`src/hdl/ntm_pkg.sv`:
```
// Shared sizes, Q8.8 types and FSM encodings; imported by every RTL block of the controller
`default_nettype none

package ntm_pkg;

  //////////////////////////////////////////////////
  // Problem sizes
  //////////////////////////////////////////////////

  // External inputs x
  localparam int x_size = 4;
  // Read words r, flattened over heads
  localparam int r_size = 4;
  // Hidden rows h
  localparam int l_size = 4;
  // Operand vector z = [x; r; h_prev]
  localparam int z_size = x_size + r_size + l_size;
  // Combined [W K U] matrix, row major
  localparam int w_count = l_size * z_size;

  //////////////////////////////////////////////////
  // Fixed point
  //////////////////////////////////////////////////

  localparam int frac_bits = 8;

  // Q8.8 data word
  typedef logic signed [15:0] data_t;
  // Q24.16 accumulator, room for 12 full products
  typedef logic signed [39:0] acc_t;

  localparam data_t one_q  = 16'sd256;
  localparam data_t half_q = 16'sd128;

  // Addresses and indices
  typedef logic [5:0] waddr_t;
  typedef logic [3:0] zaddr_t;
  typedef logic [1:0] row_t;

  //////////////////////////////////////////////////
  // Encodings
  //////////////////////////////////////////////////

  // Destination of a load strobe
  typedef enum logic [1:0] {
    ld_weight,
    ld_bias,
    ld_operand
  } load_target_e;

  // Step sequencer
  typedef enum logic [2:0] {
    st_idle,
    st_issue,
    st_drain,
    st_emit,
    st_commit
  } ctrl_state_e;

endpackage

`default_nettype wire

```
`src/hdl/ntm_weight_store.sv`:
```
// Weight and bias register file; loaded by strobes, read with one cycle latency by the step FSM
`timescale 1ns/1ps
`default_nettype none

module ntm_weight_store (
  input  logic            CLK,
  input  logic            RST,
  // Write side
  input  logic            wr_strobe,
  input  logic            wr_bias,
  input  ntm_pkg::waddr_t wr_addr,
  input  ntm_pkg::data_t  wr_data,
  // Read side
  input  ntm_pkg::waddr_t rd_addr,
  input  ntm_pkg::row_t   rd_row,
  output ntm_pkg::data_t  rd_weight,
  output ntm_pkg::data_t  rd_bias
);

  import ntm_pkg::*;

  //////////////////////////////////////////////////
  // Storage
  //////////////////////////////////////////////////

  // Row l holds W(l,:), K(l,:), U(l,:) back to back
  data_t weights [w_count];
  data_t biases  [l_size];

  // Loads, whole file cleared on reset
  always_ff @(posedge CLK or posedge RST) begin
    if (RST) begin
      for (int i = 0; i < w_count; i++) begin
        weights[i] <= '0;
      end
      for (int i = 0; i < l_size; i++) begin
        biases[i] <= '0;
      end
    end else if (wr_strobe) begin
      if (wr_bias) begin
        // Bias index in the low address bits
        biases[wr_addr[1:0]] <= wr_data;
      end else if (wr_addr < waddr_t'(w_count)) begin
        weights[wr_addr] <= wr_data;
      end
    end
  end

  //////////////////////////////////////////////////
  // Registered read
  //////////////////////////////////////////////////

  // Weight for the issued element
  always_ff @(posedge CLK) begin
    rd_weight <= weights[rd_addr];
  end

  // Bias of the issued row, same latency as the weight
  always_ff @(posedge CLK) begin
    rd_bias <= biases[rd_row];
  end

endmodule

`default_nettype wire

```
`src/hdl/ntm_operand_buffer.sv`:
```
// Operand vector z = [x; r; h_prev] with staging of the new hidden state; read by the step FSM
`timescale 1ns/1ps
`default_nettype none

module ntm_operand_buffer (
  input  logic            CLK,
  input  logic            RST,
  // Load of x and r
  input  logic            ld_strobe,
  input  ntm_pkg::zaddr_t ld_addr,
  input  ntm_pkg::data_t  ld_data,
  // Operand read
  input  ntm_pkg::zaddr_t z_index,
  output ntm_pkg::data_t  z_data,
  // New hidden state
  input  logic            stage_strobe,
  input  ntm_pkg::row_t   stage_row,
  input  ntm_pkg::data_t  stage_data,
  input  logic            commit_strobe
);

  import ntm_pkg::*;

  // x at 0..3, r at 4..7
  data_t xr     [x_size + r_size];
  // State seen by the current step
  data_t h_prev [l_size];
  // Rows produced by the current step
  data_t h_next [l_size];

  //////////////////////////////////////////////////
  // Loads and commit
  //////////////////////////////////////////////////

  always_ff @(posedge CLK or posedge RST) begin
    if (RST) begin
      for (int i = 0; i < x_size + r_size; i++) begin
        xr[i] <= '0;
      end
      for (int i = 0; i < l_size; i++) begin
        h_prev[i] <= '0;
      end
    end else begin
      if (ld_strobe && ld_addr < zaddr_t'(x_size + r_size)) begin
        xr[ld_addr[2:0]] <= ld_data;
      end
      // Last row may be staged in the commit cycle itself
      if (commit_strobe) begin
        for (int i = 0; i < l_size; i++) begin
          h_prev[i] <= (stage_strobe && stage_row == row_t'(i)) ? stage_data : h_next[i];
        end
      end
    end
  end

  // Staging keeps h_prev stable for all rows of a step
  always_ff @(posedge CLK) begin
    if (stage_strobe) begin
      h_next[stage_row] <= stage_data;
    end
  end

  //////////////////////////////////////////////////
  // Registered read
  //////////////////////////////////////////////////

  // Upper indices 8..11 map onto h_prev
  always_ff @(posedge CLK) begin
    if (z_index < zaddr_t'(x_size + r_size)) begin
      z_data <= xr[z_index[2:0]];
    end else begin
      z_data <= h_prev[z_index[1:0]];
    end
  end

endmodule

`default_nettype wire

```
`src/hdl/ntm_mac_unit.sv`:
```
// Two-stage multiply-accumulate for one row dot product; bias preload on first, Q8.8 sum on last
`timescale 1ns/1ps
`default_nettype none

module ntm_mac_unit (
  input  logic           CLK,
  input  logic           RST,
  input  logic           in_valid,
  input  logic           in_first,
  input  logic           in_last,
  input  ntm_pkg::data_t weight,
  input  ntm_pkg::data_t operand,
  input  ntm_pkg::data_t bias,
  output logic           sum_valid,
  output ntm_pkg::data_t sum
);

  import ntm_pkg::*;

  // Stage 1 registers, Q16.16 product
  logic signed [2*$bits(data_t)-1:0] prod_q;
  data_t bias_q;
  logic  p_valid;
  logic  p_first;
  logic  p_last;

  // Stage 2
  acc_t acc;
  acc_t acc_base;
  acc_t acc_next;
  acc_t acc_q8;
  // Bits that must agree with the sign for an in-range result
  logic [$bits(acc_t)-$bits(data_t):0] ovf_bits;

  //////////////////////////////////////////////////
  // Stage 1 multiply
  //////////////////////////////////////////////////

  always_ff @(posedge CLK or posedge RST) begin
    if (RST) begin
      p_valid <= 1'b0;
      p_first <= 1'b0;
      p_last  <= 1'b0;
    end else begin
      p_valid <= in_valid;
      p_first <= in_valid && in_first;
      p_last  <= in_valid && in_last;
    end
  end

  always_ff @(posedge CLK) begin
    prod_q <= weight * operand;
    bias_q <= bias;
  end

  //////////////////////////////////////////////////
  // Stage 2 accumulate
  //////////////////////////////////////////////////

  always_comb begin
    // Bias moved to Q24.16 starts a new row
    acc_base = p_first ? (acc_t'(bias_q) <<< frac_bits) : acc;
    acc_next = acc_base + acc_t'(prod_q);
    // Back to Q.8, floor rounding
    acc_q8   = acc_next >>> frac_bits;
    ovf_bits = acc_q8[$bits(acc_t)-1:$bits(data_t)-1];
  end

  always_ff @(posedge CLK) begin
    if (p_valid) begin
      acc <= acc_next;
    end
  end

  always_ff @(posedge CLK or posedge RST) begin
    if (RST) begin
      sum_valid <= 1'b0;
      sum       <= '0;
    end else begin
      sum_valid <= p_last;
      if (p_last) begin
        if (&ovf_bits || ~|ovf_bits) begin
          sum <= data_t'(acc_q8);
        end else begin
          // Clip to the Q8.8 limits
          sum <= acc_q8[$bits(acc_t)-1] ? 16'sh8000 : 16'sh7fff;
        end
      end
    end
  end

endmodule

`default_nettype wire

```
`src/hdl/ntm_logistic.sv`:
```
// Registered hard sigmoid 0.5 + v/4 clipped to [0, 1]; turns each row sum into its h value
`timescale 1ns/1ps
`default_nettype none

module ntm_logistic (
  input  logic           CLK,
  input  logic           RST,
  input  logic           in_valid,
  input  ntm_pkg::data_t in_data,
  output logic           out_valid,
  output ntm_pkg::data_t out_data
);

  import ntm_pkg::*;

  // One extra bit so the offset cannot wrap
  logic signed [$bits(data_t):0] scaled;

  //////////////////////////////////////////////////
  // Linear segment
  //////////////////////////////////////////////////

  // Slope 1/4 by arithmetic shift
  always_comb begin
    scaled = (in_data >>> 2) + half_q;
  end

  //////////////////////////////////////////////////
  // Clamp and register
  //////////////////////////////////////////////////

  always_ff @(posedge CLK or posedge RST) begin
    if (RST) begin
      out_valid <= 1'b0;
      out_data  <= '0;
    end else begin
      out_valid <= in_valid;
      // Hold the last value between rows
      if (in_valid) begin
        if (scaled < 0) begin
          out_data <= '0;
        end else if (scaled > one_q) begin
          out_data <= one_q;
        end else begin
          out_data <= data_t'(scaled);
        end
      end
    end
  end

endmodule

`default_nettype wire

```
`src/hdl/ntm_controller.sv`:
```
// Top level of the NTM controller step; load port, step FSM and the row datapath instances
`timescale 1ns/1ps
`default_nettype none

module ntm_controller (
  input  logic                  CLK,
  input  logic                  RST,
  // Load port
  input  logic                  load_strobe,
  input  ntm_pkg::load_target_e load_target,
  input  ntm_pkg::waddr_t       load_addr,
  input  ntm_pkg::data_t        load_data,
  // Step port
  input  logic                  start,
  output logic                  busy,
  output logic                  h_valid,
  output ntm_pkg::row_t         h_index,
  output ntm_pkg::data_t        h_out,
  output logic                  done
);

  import ntm_pkg::*;

  ctrl_state_e state;
  row_t        row_cnt;
  zaddr_t      elem_cnt;

  // Issue side
  waddr_t rd_addr;
  logic   iss_valid;
  logic   iss_first;
  logic   iss_last;
  // Issue flags lined up with the read latency
  logic   mac_valid;
  logic   mac_first;
  logic   mac_last;

  // Storage side
  logic   ld_ok;
  logic   ws_wr_strobe;
  logic   ob_ld_strobe;
  data_t  rd_weight;
  data_t  rd_bias;
  data_t  z_data;
  logic   commit_strobe;

  // Datapath
  logic   sum_valid;
  data_t  sum;

  // Row numbers of rows still in the pipeline
  row_t   row_fifo [2];
  logic   fifo_wr;
  logic   fifo_rd;

  //////////////////////////////////////////////////
  // Load decode
  //////////////////////////////////////////////////

  // Loads only between steps
  assign ld_ok = load_strobe && (state == st_idle);

  // Out-of-range addresses dropped here
  assign ws_wr_strobe = ld_ok &&
    ((load_target == ld_weight && load_addr < waddr_t'(w_count)) ||
     (load_target == ld_bias && load_addr < waddr_t'(l_size)));
  assign ob_ld_strobe = ld_ok && load_target == ld_operand &&
    load_addr < waddr_t'(x_size + r_size);

  //////////////////////////////////////////////////
  // Step FSM
  //////////////////////////////////////////////////

  always_ff @(posedge CLK or posedge RST) begin
    if (RST) begin
      state    <= st_idle;
      row_cnt  <= '0;
      elem_cnt <= '0;
      done     <= 1'b0;
    end else begin
      // Done and commit land with the last h
      done <= (state == st_emit);
      case (state)
        st_idle: begin
          if (start) begin
            state    <= st_issue;
            row_cnt  <= '0;
            elem_cnt <= '0;
          end
        end
        st_issue: begin
          if (elem_cnt == zaddr_t'(z_size - 1)) begin
            // Next row issues right away, rows overlap
            elem_cnt <= '0;
            if (row_cnt == row_t'(l_size - 1)) begin
              state <= st_drain;
            end else begin
              row_cnt <= row_cnt + 1'b1;
            end
          end else begin
            elem_cnt <= elem_cnt + 1'b1;
          end
        end
        st_drain: begin
          // Two cycles while the last row leaves the MAC
          if (elem_cnt == zaddr_t'(1)) begin
            state <= st_emit;
          end else begin
            elem_cnt <= elem_cnt + 1'b1;
          end
        end
        st_emit: begin
          state <= st_commit;
        end
        st_commit: begin
          state <= st_idle;
        end
        default: begin
          state <= st_idle;
        end
      endcase
    end
  end

  assign busy          = (state != st_idle);
  assign commit_strobe = done;

  // Element address within the combined matrix
  assign rd_addr   = waddr_t'(row_cnt * z_size + elem_cnt);
  assign iss_valid = (state == st_issue);
  assign iss_first = iss_valid && (elem_cnt == '0);
  assign iss_last  = iss_valid && (elem_cnt == zaddr_t'(z_size - 1));

  // Read registers add one cycle
  always_ff @(posedge CLK or posedge RST) begin
    if (RST) begin
      mac_valid <= 1'b0;
      mac_first <= 1'b0;
      mac_last  <= 1'b0;
    end else begin
      mac_valid <= iss_valid;
      mac_first <= iss_first;
      mac_last  <= iss_last;
    end
  end

  //////////////////////////////////////////////////
  // Row index FIFO
  //////////////////////////////////////////////////

  // Push on a row's last issue, pop on its h
  always_ff @(posedge CLK or posedge RST) begin
    if (RST) begin
      row_fifo[0] <= '0;
      row_fifo[1] <= '0;
      fifo_wr     <= 1'b0;
      fifo_rd     <= 1'b0;
    end else begin
      if (iss_last) begin
        row_fifo[fifo_wr] <= row_cnt;
        fifo_wr           <= ~fifo_wr;
      end
      if (h_valid) begin
        fifo_rd <= ~fifo_rd;
      end
    end
  end

  assign h_index = row_fifo[fifo_rd];

  //////////////////////////////////////////////////
  // Datapath
  //////////////////////////////////////////////////

  ntm_weight_store u_weight_store (
    .CLK       (CLK),
    .RST       (RST),
    .wr_strobe (ws_wr_strobe),
    .wr_bias   (load_target == ld_bias),
    .wr_addr   (load_addr),
    .wr_data   (load_data),
    .rd_addr   (rd_addr),
    .rd_row    (row_cnt),
    .rd_weight (rd_weight),
    .rd_bias   (rd_bias)
  );

  ntm_operand_buffer u_operand_buffer (
    .CLK           (CLK),
    .RST           (RST),
    .ld_strobe     (ob_ld_strobe),
    .ld_addr       (zaddr_t'(load_addr)),
    .ld_data       (load_data),
    .z_index       (elem_cnt),
    .z_data        (z_data),
    .stage_strobe  (h_valid),
    .stage_row     (h_index),
    .stage_data    (h_out),
    .commit_strobe (commit_strobe)
  );

  ntm_mac_unit u_mac_unit (
    .CLK       (CLK),
    .RST       (RST),
    .in_valid  (mac_valid),
    .in_first  (mac_first),
    .in_last   (mac_last),
    .weight    (rd_weight),
    .operand   (z_data),
    .bias      (rd_bias),
    .sum_valid (sum_valid),
    .sum       (sum)
  );

  ntm_logistic u_logistic (
    .CLK       (CLK),
    .RST       (RST),
    .in_valid  (sum_valid),
    .in_data   (sum),
    .out_valid (h_valid),
    .out_data  (h_out)
  );

endmodule

`default_nettype wire

```
`config.mk`:
```
export PLATFORM = sky130hd
export DESIGN_NAME = ntm_controller
export DESIGN_NICKNAME = d
export VERILOG_FILES = /design/src/hdl/ntm_pkg.sv /design/src/hdl/ntm_weight_store.sv /design/src/hdl/ntm_operand_buffer.sv /design/src/hdl/ntm_mac_unit.sv /design/src/hdl/ntm_logistic.sv /design/src/hdl/ntm_controller.sv
export SDC_FILE = /design/constraint.sdc
export NUM_CORES = 2
export LEC_CHECK = 0
export BUFFER_PORTS_ARGS = -buffer_cell sky130_fd_sc_hd__buf_2
export CORE_MARGIN = 5
export CORE_UTILIZATION = 40
export CTS_BUF_LIST = sky130_fd_sc_hd__clkbuf_2
export DETAILED_ROUTE_END_ITERATION = 10
export SYNTH_ARGS = -nofsm -noshare
export SYNTH_HDL_FRONTEND = slang
export SYNTH_SLANG_ARGS = --single-unit
```
`constraint.sdc`:
```
create_clock -name CLK -period 82 [get_ports CLK]
set_input_delay 12.3 -clock CLK [delete_from_list [all_inputs] [get_ports CLK]]
set_output_delay 12.3 -clock CLK [all_outputs]
set_load 0.02 [all_outputs]
```
# After elaboration in Yosys (flattened, before gate mapping)
# Memory sizes are Yosys's and may differ from the RTL's. A register that Yosys moved wholly into a read port is not among the register bits.
# Cells that the tools add are included.
# word_totals
ram_bits	64
register_bits	1152
memories	1
output_inout_bits	21
inputBits	28
elab_cells	217
# mem_list
name	depth	width	read_ports	rd_clocked_by_memory_dff	write_ports	line	source
u_operand_buffer.h_next	4	16	4	4	1	ntm_operand_buffer.sv:29	data_t h_next [l_size];
# classes
order_cmp	20
eq_ne	14
mux	48
add_sub_neg	5
n_bitwise	12
mul	2
n_reduce_logical	31
# ops
op	count
bitwise mux 768 bit	1
two-way mux 16 bit	16
bitwise mux 128 bit	1
binary-select mux 16 bit (select 6 bit)	1
demux 16 bit (select 6 bit)	1
binary-select mux 16 bit (select 2 bit)	2
bitwise mux 64 bit	1
binary-select mux 16 bit (select 3 bit)	1
demux 16 bit (select 3 bit)	1
adder 40 x 32 -> 40 bit	1
two-way mux 40 bit	1
demux 16 bit (select 2 bit)	1
multiplier 16 x 16 -> 32 bit	1
AND reduction 17 bit	1
OR reduction 17 bit	1
adder 14 x 9 -> 15 bit, second input constant	1
> comparator 15 x 10 -> 1 bit, second input constant	1
logical AND 1 bit	15
< comparator 15 x 1 -> 1 bit, second input constant	1
>= comparator 7 bit, second input constant	2
two-way mux 2 bit	7
inverter 6 -> 7 bit	2
two-way mux 3 bit	4
two-way mux 4 bit	3
43 further kinds	65

# Longest topological paths before layout
# logic_depth
ltp_word	6
ltp_mapped	25
mapped_depth_nobuf	24

# Modules after synthesis
# A second synthesis with hierarchy kept.
# unflattened
hier_cells	5076
hier_area_um2	67878.9
# by_module_without_submodules
mod	area_each_um2	instances	cells_each	seq_area_each_um2
ntm_weight_store	38274.2	1	2340	21460.6
ntm_mac_unit	16005.4	1	1735	2662.6
ntm_operand_buffer	11653.7	1	814	7046.8
ntm_controller	1184.9	1	112	475.5
ntm_logistic	760.7	1	75	375.4

# Worst setup path after synthesis
# OpenSTA, ideal clock, no wires.
# synth_path
path_type	input -> register
from	input port load_addr[5]
to	register u_weight_store.weights[176] (netlist name)
path_slack_ns	67.626
setup_time_ns	0.125
n_path_buf	2
t_required_ns	81.875
arrival_time_ns	14.249
stages	7
path_cell_list	buf_1 -> a2111oi_0 -> nand2b_1 -> nor2_1 -> nand2_1 -> clkbuf_1 -> mux2_2
# synth_between
elab_chain_cells	6
word_cells_on_any_way	14
classes_between	4 x order compare; 3 x mux; 1 x bitwise; 6 x reduce/logical
# synth_lines
item	line	source
start: declaration	ntm_controller.sv:11	input ntm_pkg::waddr_t load_addr,
inverter 6 -> 7 bit (implied by the code)	ntm_weight_store.sv:44	weights[wr_addr] <= wr_data;
>= comparator 7 bit (implied by the code) / < comparator 7 x 1 -> 1 bit (equally long branches)	ntm_weight_store.sv:44	
logical AND 1 bit (implied by the code)	ntm_weight_store.sv:44	
two-way mux 16 bit (implied by the code)	ntm_weight_store.sv:44	
demux 16 bit (select 6 bit)	ntm_weight_store.sv:44	
bitwise mux 768 bit	ntm_weight_store.sv:44	
end signal: indexed assignment	ntm_weight_store.sv:44	
end: declaration	ntm_weight_store.sv:27	data_t weights [w_count];
# Parallel ways exist; a longest one is shown, timed or not.
# A chain may end at the register's enable or synchronous reset.

# Worst setup path after layout
# layout_path
from	register state[0]
to	output port busy
# layout_between
elab_chain_cells	1
# layout_lines
item	line	source
start: declaration	ntm_controller.sv:24	ctrl_state_e state;
start signal: assignment	ntm_controller.sv:76	state <= st_idle;
start signal: assignment	ntm_controller.sv:86	state <= st_issue;
start signal: assignment	ntm_controller.sv:96	state <= st_drain;
nonzero test 3 bit	ntm_controller.sv:125	assign busy = (state != st_idle);
end: declaration	ntm_controller.sv:15	output logic busy,
# No other way between the ends.

==> results <==
- The switching power as a share of total power is 34.9%.
- After detailed routing, the number of remaining DRC violations is 0.
- The largest vdd supply drop is 0.0267 mV.
- In this design, the stage delay of the slowest critical-path cell is between 0.5 and 0.6 ns.
- The post-route worst setup slack is about 67 ns.
- The tool flagged a number of max-cap violations equal to 0.
- The net load switching power is about 0.54 mW.
- In the post-synthesis netlist, the biggest area contributors are dfrtp_1 (41%), mux2_2 (17%), mux4_2 (10%), fa_1 (8.1%), edfxtp_1 (4.4%).
- Headroom to the max-slew limit came out at between 10% and 20%.
- The commonest cells after synthesis are dfrtp_1 (1068), mux2_2 (978), inv_1 (371), nand2_1 (345), mux4_2 (302).
- The worst clock skew is ~0.24 ns.
- The setup TNS is 0 ns.
- The floorplan has 148 rows.
- For this design the top-level I/O count stands at 49.
- The clock share of power is between 20% and 30%.
- The clock transition time at the flip-flop clock pins of the worst setup and hold paths is about 0.1 ns.
- After legalization and detailed placement, the total HPWL measured 99200 um.
- The type of destination of the critical path is an output port.
- Counting the fill cells in the layout gives approximately 15000.
- The root buffer selected by CTS is clkbuf_2.
- The synthesized design contains roughly 1300 register bits.
- The die extent in y is 415 um.
- The count of buffering cells on the critical path with inverters included is 1.
- The number of warning messages in the yosys log is 0.
- CTS saw 1260 sinks.
- The type of the worst setup path is reg -> out.
- In this run, synthesis inferred 96 flip-flops with an integrated enable.
- The top flip-flop cell by instance count after synthesis is dfrtp_1.
- The later pin in the worst-skew pair is clocked with a latency of about 1.7 ns.
- The die outline area is 172000 um^2.
- STA classifies the critical path startpoint as a flip-flop.
- The post-synthesis instance area is around 66000 um^2.
- The largest total area in the synthesized netlist belongs to dfrtp_1.
- The proportion of register bits with asynchronous set or reset after synthesis is around 85%.
- The number of global-route vias before repair was roughly 42000.
- The critical path data required time is approximately 70 ns.
- The routed via count divided by cell count is approximately 5.3.
- The analysis attributes to cell leakage a power of ~35 nW.
- For this run the aggregate overflow at the end of global routing stands at 0.
- Per report_power, the sequential group accounts for between 40% and 50% of the total.
- The combinational cell fraction of total power is 24.8%.
- The post-route netlist has approximately 37% of its cells at a drive strength greater than 1.
- The critical path goes through or3_1 -> buf_2.
- The cell with the largest stage delay on the worst path is dfrtp_1.
- The power density over the cells is 21.7 nW/um^2.
- The final max-slew violation count was 0.
- The total iterations of the first detailed-routing run is 5.
- For the pin with the worst max-slew slack, the measured transition is about 1.2 ns.
- The class of the most critical hold timing path is reg -> reg.
- Entering global routing, the biggest net connects 174 pins.
- For this design, the CTS-stage hold fixing added 0 buffers.
- The first routing iteration left approximately 2300 violations.
- Setup violations remaining at the end of the flow were counted as 0.
- The number of gates resized after CTS was 0.
- The internal power summed over all cells is 1.00 mW.
- The longest clock path from root to sink contains 4 buffers.
- Derived from the worst setup path, the maximum achievable clock frequency is approximately 66 MHz.
- The count of port buffers added during placement is 46.
- The initial antenna violation count is 8.
- The first global-routing pass estimated between 200000 and 250000 um of wire.
- The final net count is 5387.
- The total area inside the core boundary comes to 163000 um^2.
- After synthesis, the netlist uses between 70 and 80 different library cells.
- The worst path uses roughly 18% of the clock period.
- The run finished with clean final reports.
- The total length of routed wires is between 150000 and 200000 um.
- In this run, CTS created clock tree buffers numbering about 340.
- Across every metal layer, demand over resource in global routing totals between 10% and 20%.
- Yosys instantiated no cell more often than dfrtp_1.
- The die is around 420 um wide.
- The largest driver fanout on the critical path is 15.
- Compared with the post-synthesis result, the final layout area differs by 7.78%.
- The post-layout minimum cycle time is 15.05 ns.
- The worst endpoint data arrival time is approximately 2.8 ns.
- Among cell families on the critical path, the largest total delay comes from flip-flops.
- The total setup buffers inserted after CTS is 0.
- The total count of hold-check failures in the final report is 0.
- The setup slack at placement is between 60 and 70 ns.
- Of the synthesized area, sequential elements account for roughly half.
- Setup repair after global routing left no endpoint under its margin.
- The final RePlAce weighted congestion is around 0.8.
- The average cell area after synthesis is around 14 um^2.
- The vias after detailed routing is 39400.
- The H-tree depth is 5.
- The clock tree from TritonCTS is built.
- The proportion of netlist area held by the largest area contributor is 40.7%.
- In the final routed layout, each cell accounts on average for 21.4 um.
- The effective utilization at floorplan is 40.3%.
- Synthesis produced 4834 cells.
- Once detail routing completed, the nets flagged for antenna violations numbered 0.
- After layout, the design draws a total of ~1.5 mW.
==> path summary, 6_finish.rpt <==
path	from	slack, ns	end	depth (start not counted)
max	state[0]	66.95	busy	2
min	u_weight_store.rd_bias[10]	0.28	u_mac_unit.bias_q[10]	0
max reg2reg	u_operand_buffer.z_data[8]	75.07	u_mac_unit.prod_q[30]	22
min reg2reg	u_weight_store.rd_bias[10]	0.28	u_mac_unit.bias_q[10]	0
max in group asynchronous	RST	67.61	mac_first	5
min in group asynchronous	RST	10.83	u_weight_store.weights[140]	2
==> cells by family (layout without fill, tap and decap cells) <==
logic type / Yosys count / count (layout) / synth area share, %
mux: 1315 / 1315 / 27.7
simple gates: 752 / 752 / 5.27
compound gates: 350 / 350 / 3.48
xor+xnor: 74 / 74 / 0.999
other cells: 1 / 8 / 0.00572
buf+inv: 689 / 1035 / 3.98
flops: 1260 / 1260 / 48.1
fa+ha+maj: 393 / 393 / 10.5
==> registers in the layout, summed over array words and instances, names as in the netlist, 2 cells and up <==
name                      count
row_cnt                       2
u_operand_buffer.xr         128
u_operand_buffer.h_prev      56
u_mac_unit.prod_q            32
u_mac_unit.bias_q            16
u_logistic.out_data          14
elem_cnt                      4
u_operand_buffer.z_data      16
u_operand_buffer.h_next      56
u_weight_store.weights      768
u_mac_unit.acc               40
u_weight_store.biases        64
u_mac_unit.sum               14
u_weight_store.rd_weight     16
row_fifo                      4
state                         3
u_weight_store.rd_bias       16
==> power groups by stage <==
stage | logic (mW) | clock network [mW] | registers [mW]
floorplan | 0.298 | 0 | 0.712
global placement | 0.383 | 0 | 0.742
detailed placement | 0.386 | 0 | 0.744
finish | 0.380 | 0.425 | 0.731
global route | 0.413 | 0.477 | 0.738
CTS | 0.386 | 0.445 | 0.731
==> placed cells by master, fill, tap and decap left out, types with 6 or more instances in the layout <==
master	instances
dfxtp_1	96
nor3_1	17
o21ai_0	73
buf_4	52
nand2b_1	19
inv_1	370
o21bai_1	12
nand4_1	12
a21oi_1	65
o22ai_1	29
xor2_1	20
clkbuf_2	494
clkinv_1	52
a21o_1	29
buf_2	46
xnor2_1	52
ha_1	128
nor2b_1	22
diode_2	6
mux4_2	302
dfrtp_1	1064
nor2_1	147
o21a_1	15
mux2_2	978
and2_1	131
a31oi_1	66
a211oi_1	8
nand2_1	345
clkinv_2	8
mux2i_1	35
fa_1	263
edfxtp_1	96
and3_1	9
nand3_1	23
a22o_1	10
==> layout make-up <==
type | instances | area [um^2] | area share (%)
Timing Repair Buffer | 103 | 721 | 1.02
Antenna cell | 6 | 15.0 | 0.0212
Multi-Input combinational cell | 2886 | 31500 | 44.5
Clock inverter | 66 | 337 | 0.476
Sequential cell | 1260 | 31500 | 44.6
Tap cell | 2175 | 2720 | 3.85
Clock buffer | 494 | 2470 | 3.50
Inverter | 372 | 1400 | 1.99
==> per-stage QoR <==
step / hold WS, ns / utilization (%) / std cells / area, um^2
6_report: 0.283 / 43.4 / 7362 / 70700
3_3_place_gp: 0.313 / 41.7 / 6796 / 67900
3_5_place_dp: 0.315 / 41.7 / 6796 / 67900
5_1_grt: 0.266 / 43.4 / 7360 / 70700
4_1_cts: 0.264 / 43.4 / 7356 / 70700
2_1_floorplan: 0.310 / - / 4835 / 65600
==> per-layer routing <==
| metal | global-route usage (%) | wire length, um | share of wire, % | up-vias |
|---|---|---|---|---|
| met5 | 0 | 0 | 0 | - |
| met4 | 5.41 | 3440 | 2.2 | 0 |
| met2 | 30.2 | 76100 | 48 | 867 |
| met3 | 3.57 | 7030 | 4.5 | 257 |
| met1 | 25.1 | 70800 | 45 | 20800 |
| li1 | - | - | - | 17400 |
Note: power is estimated with default switching activity, not from simulation.
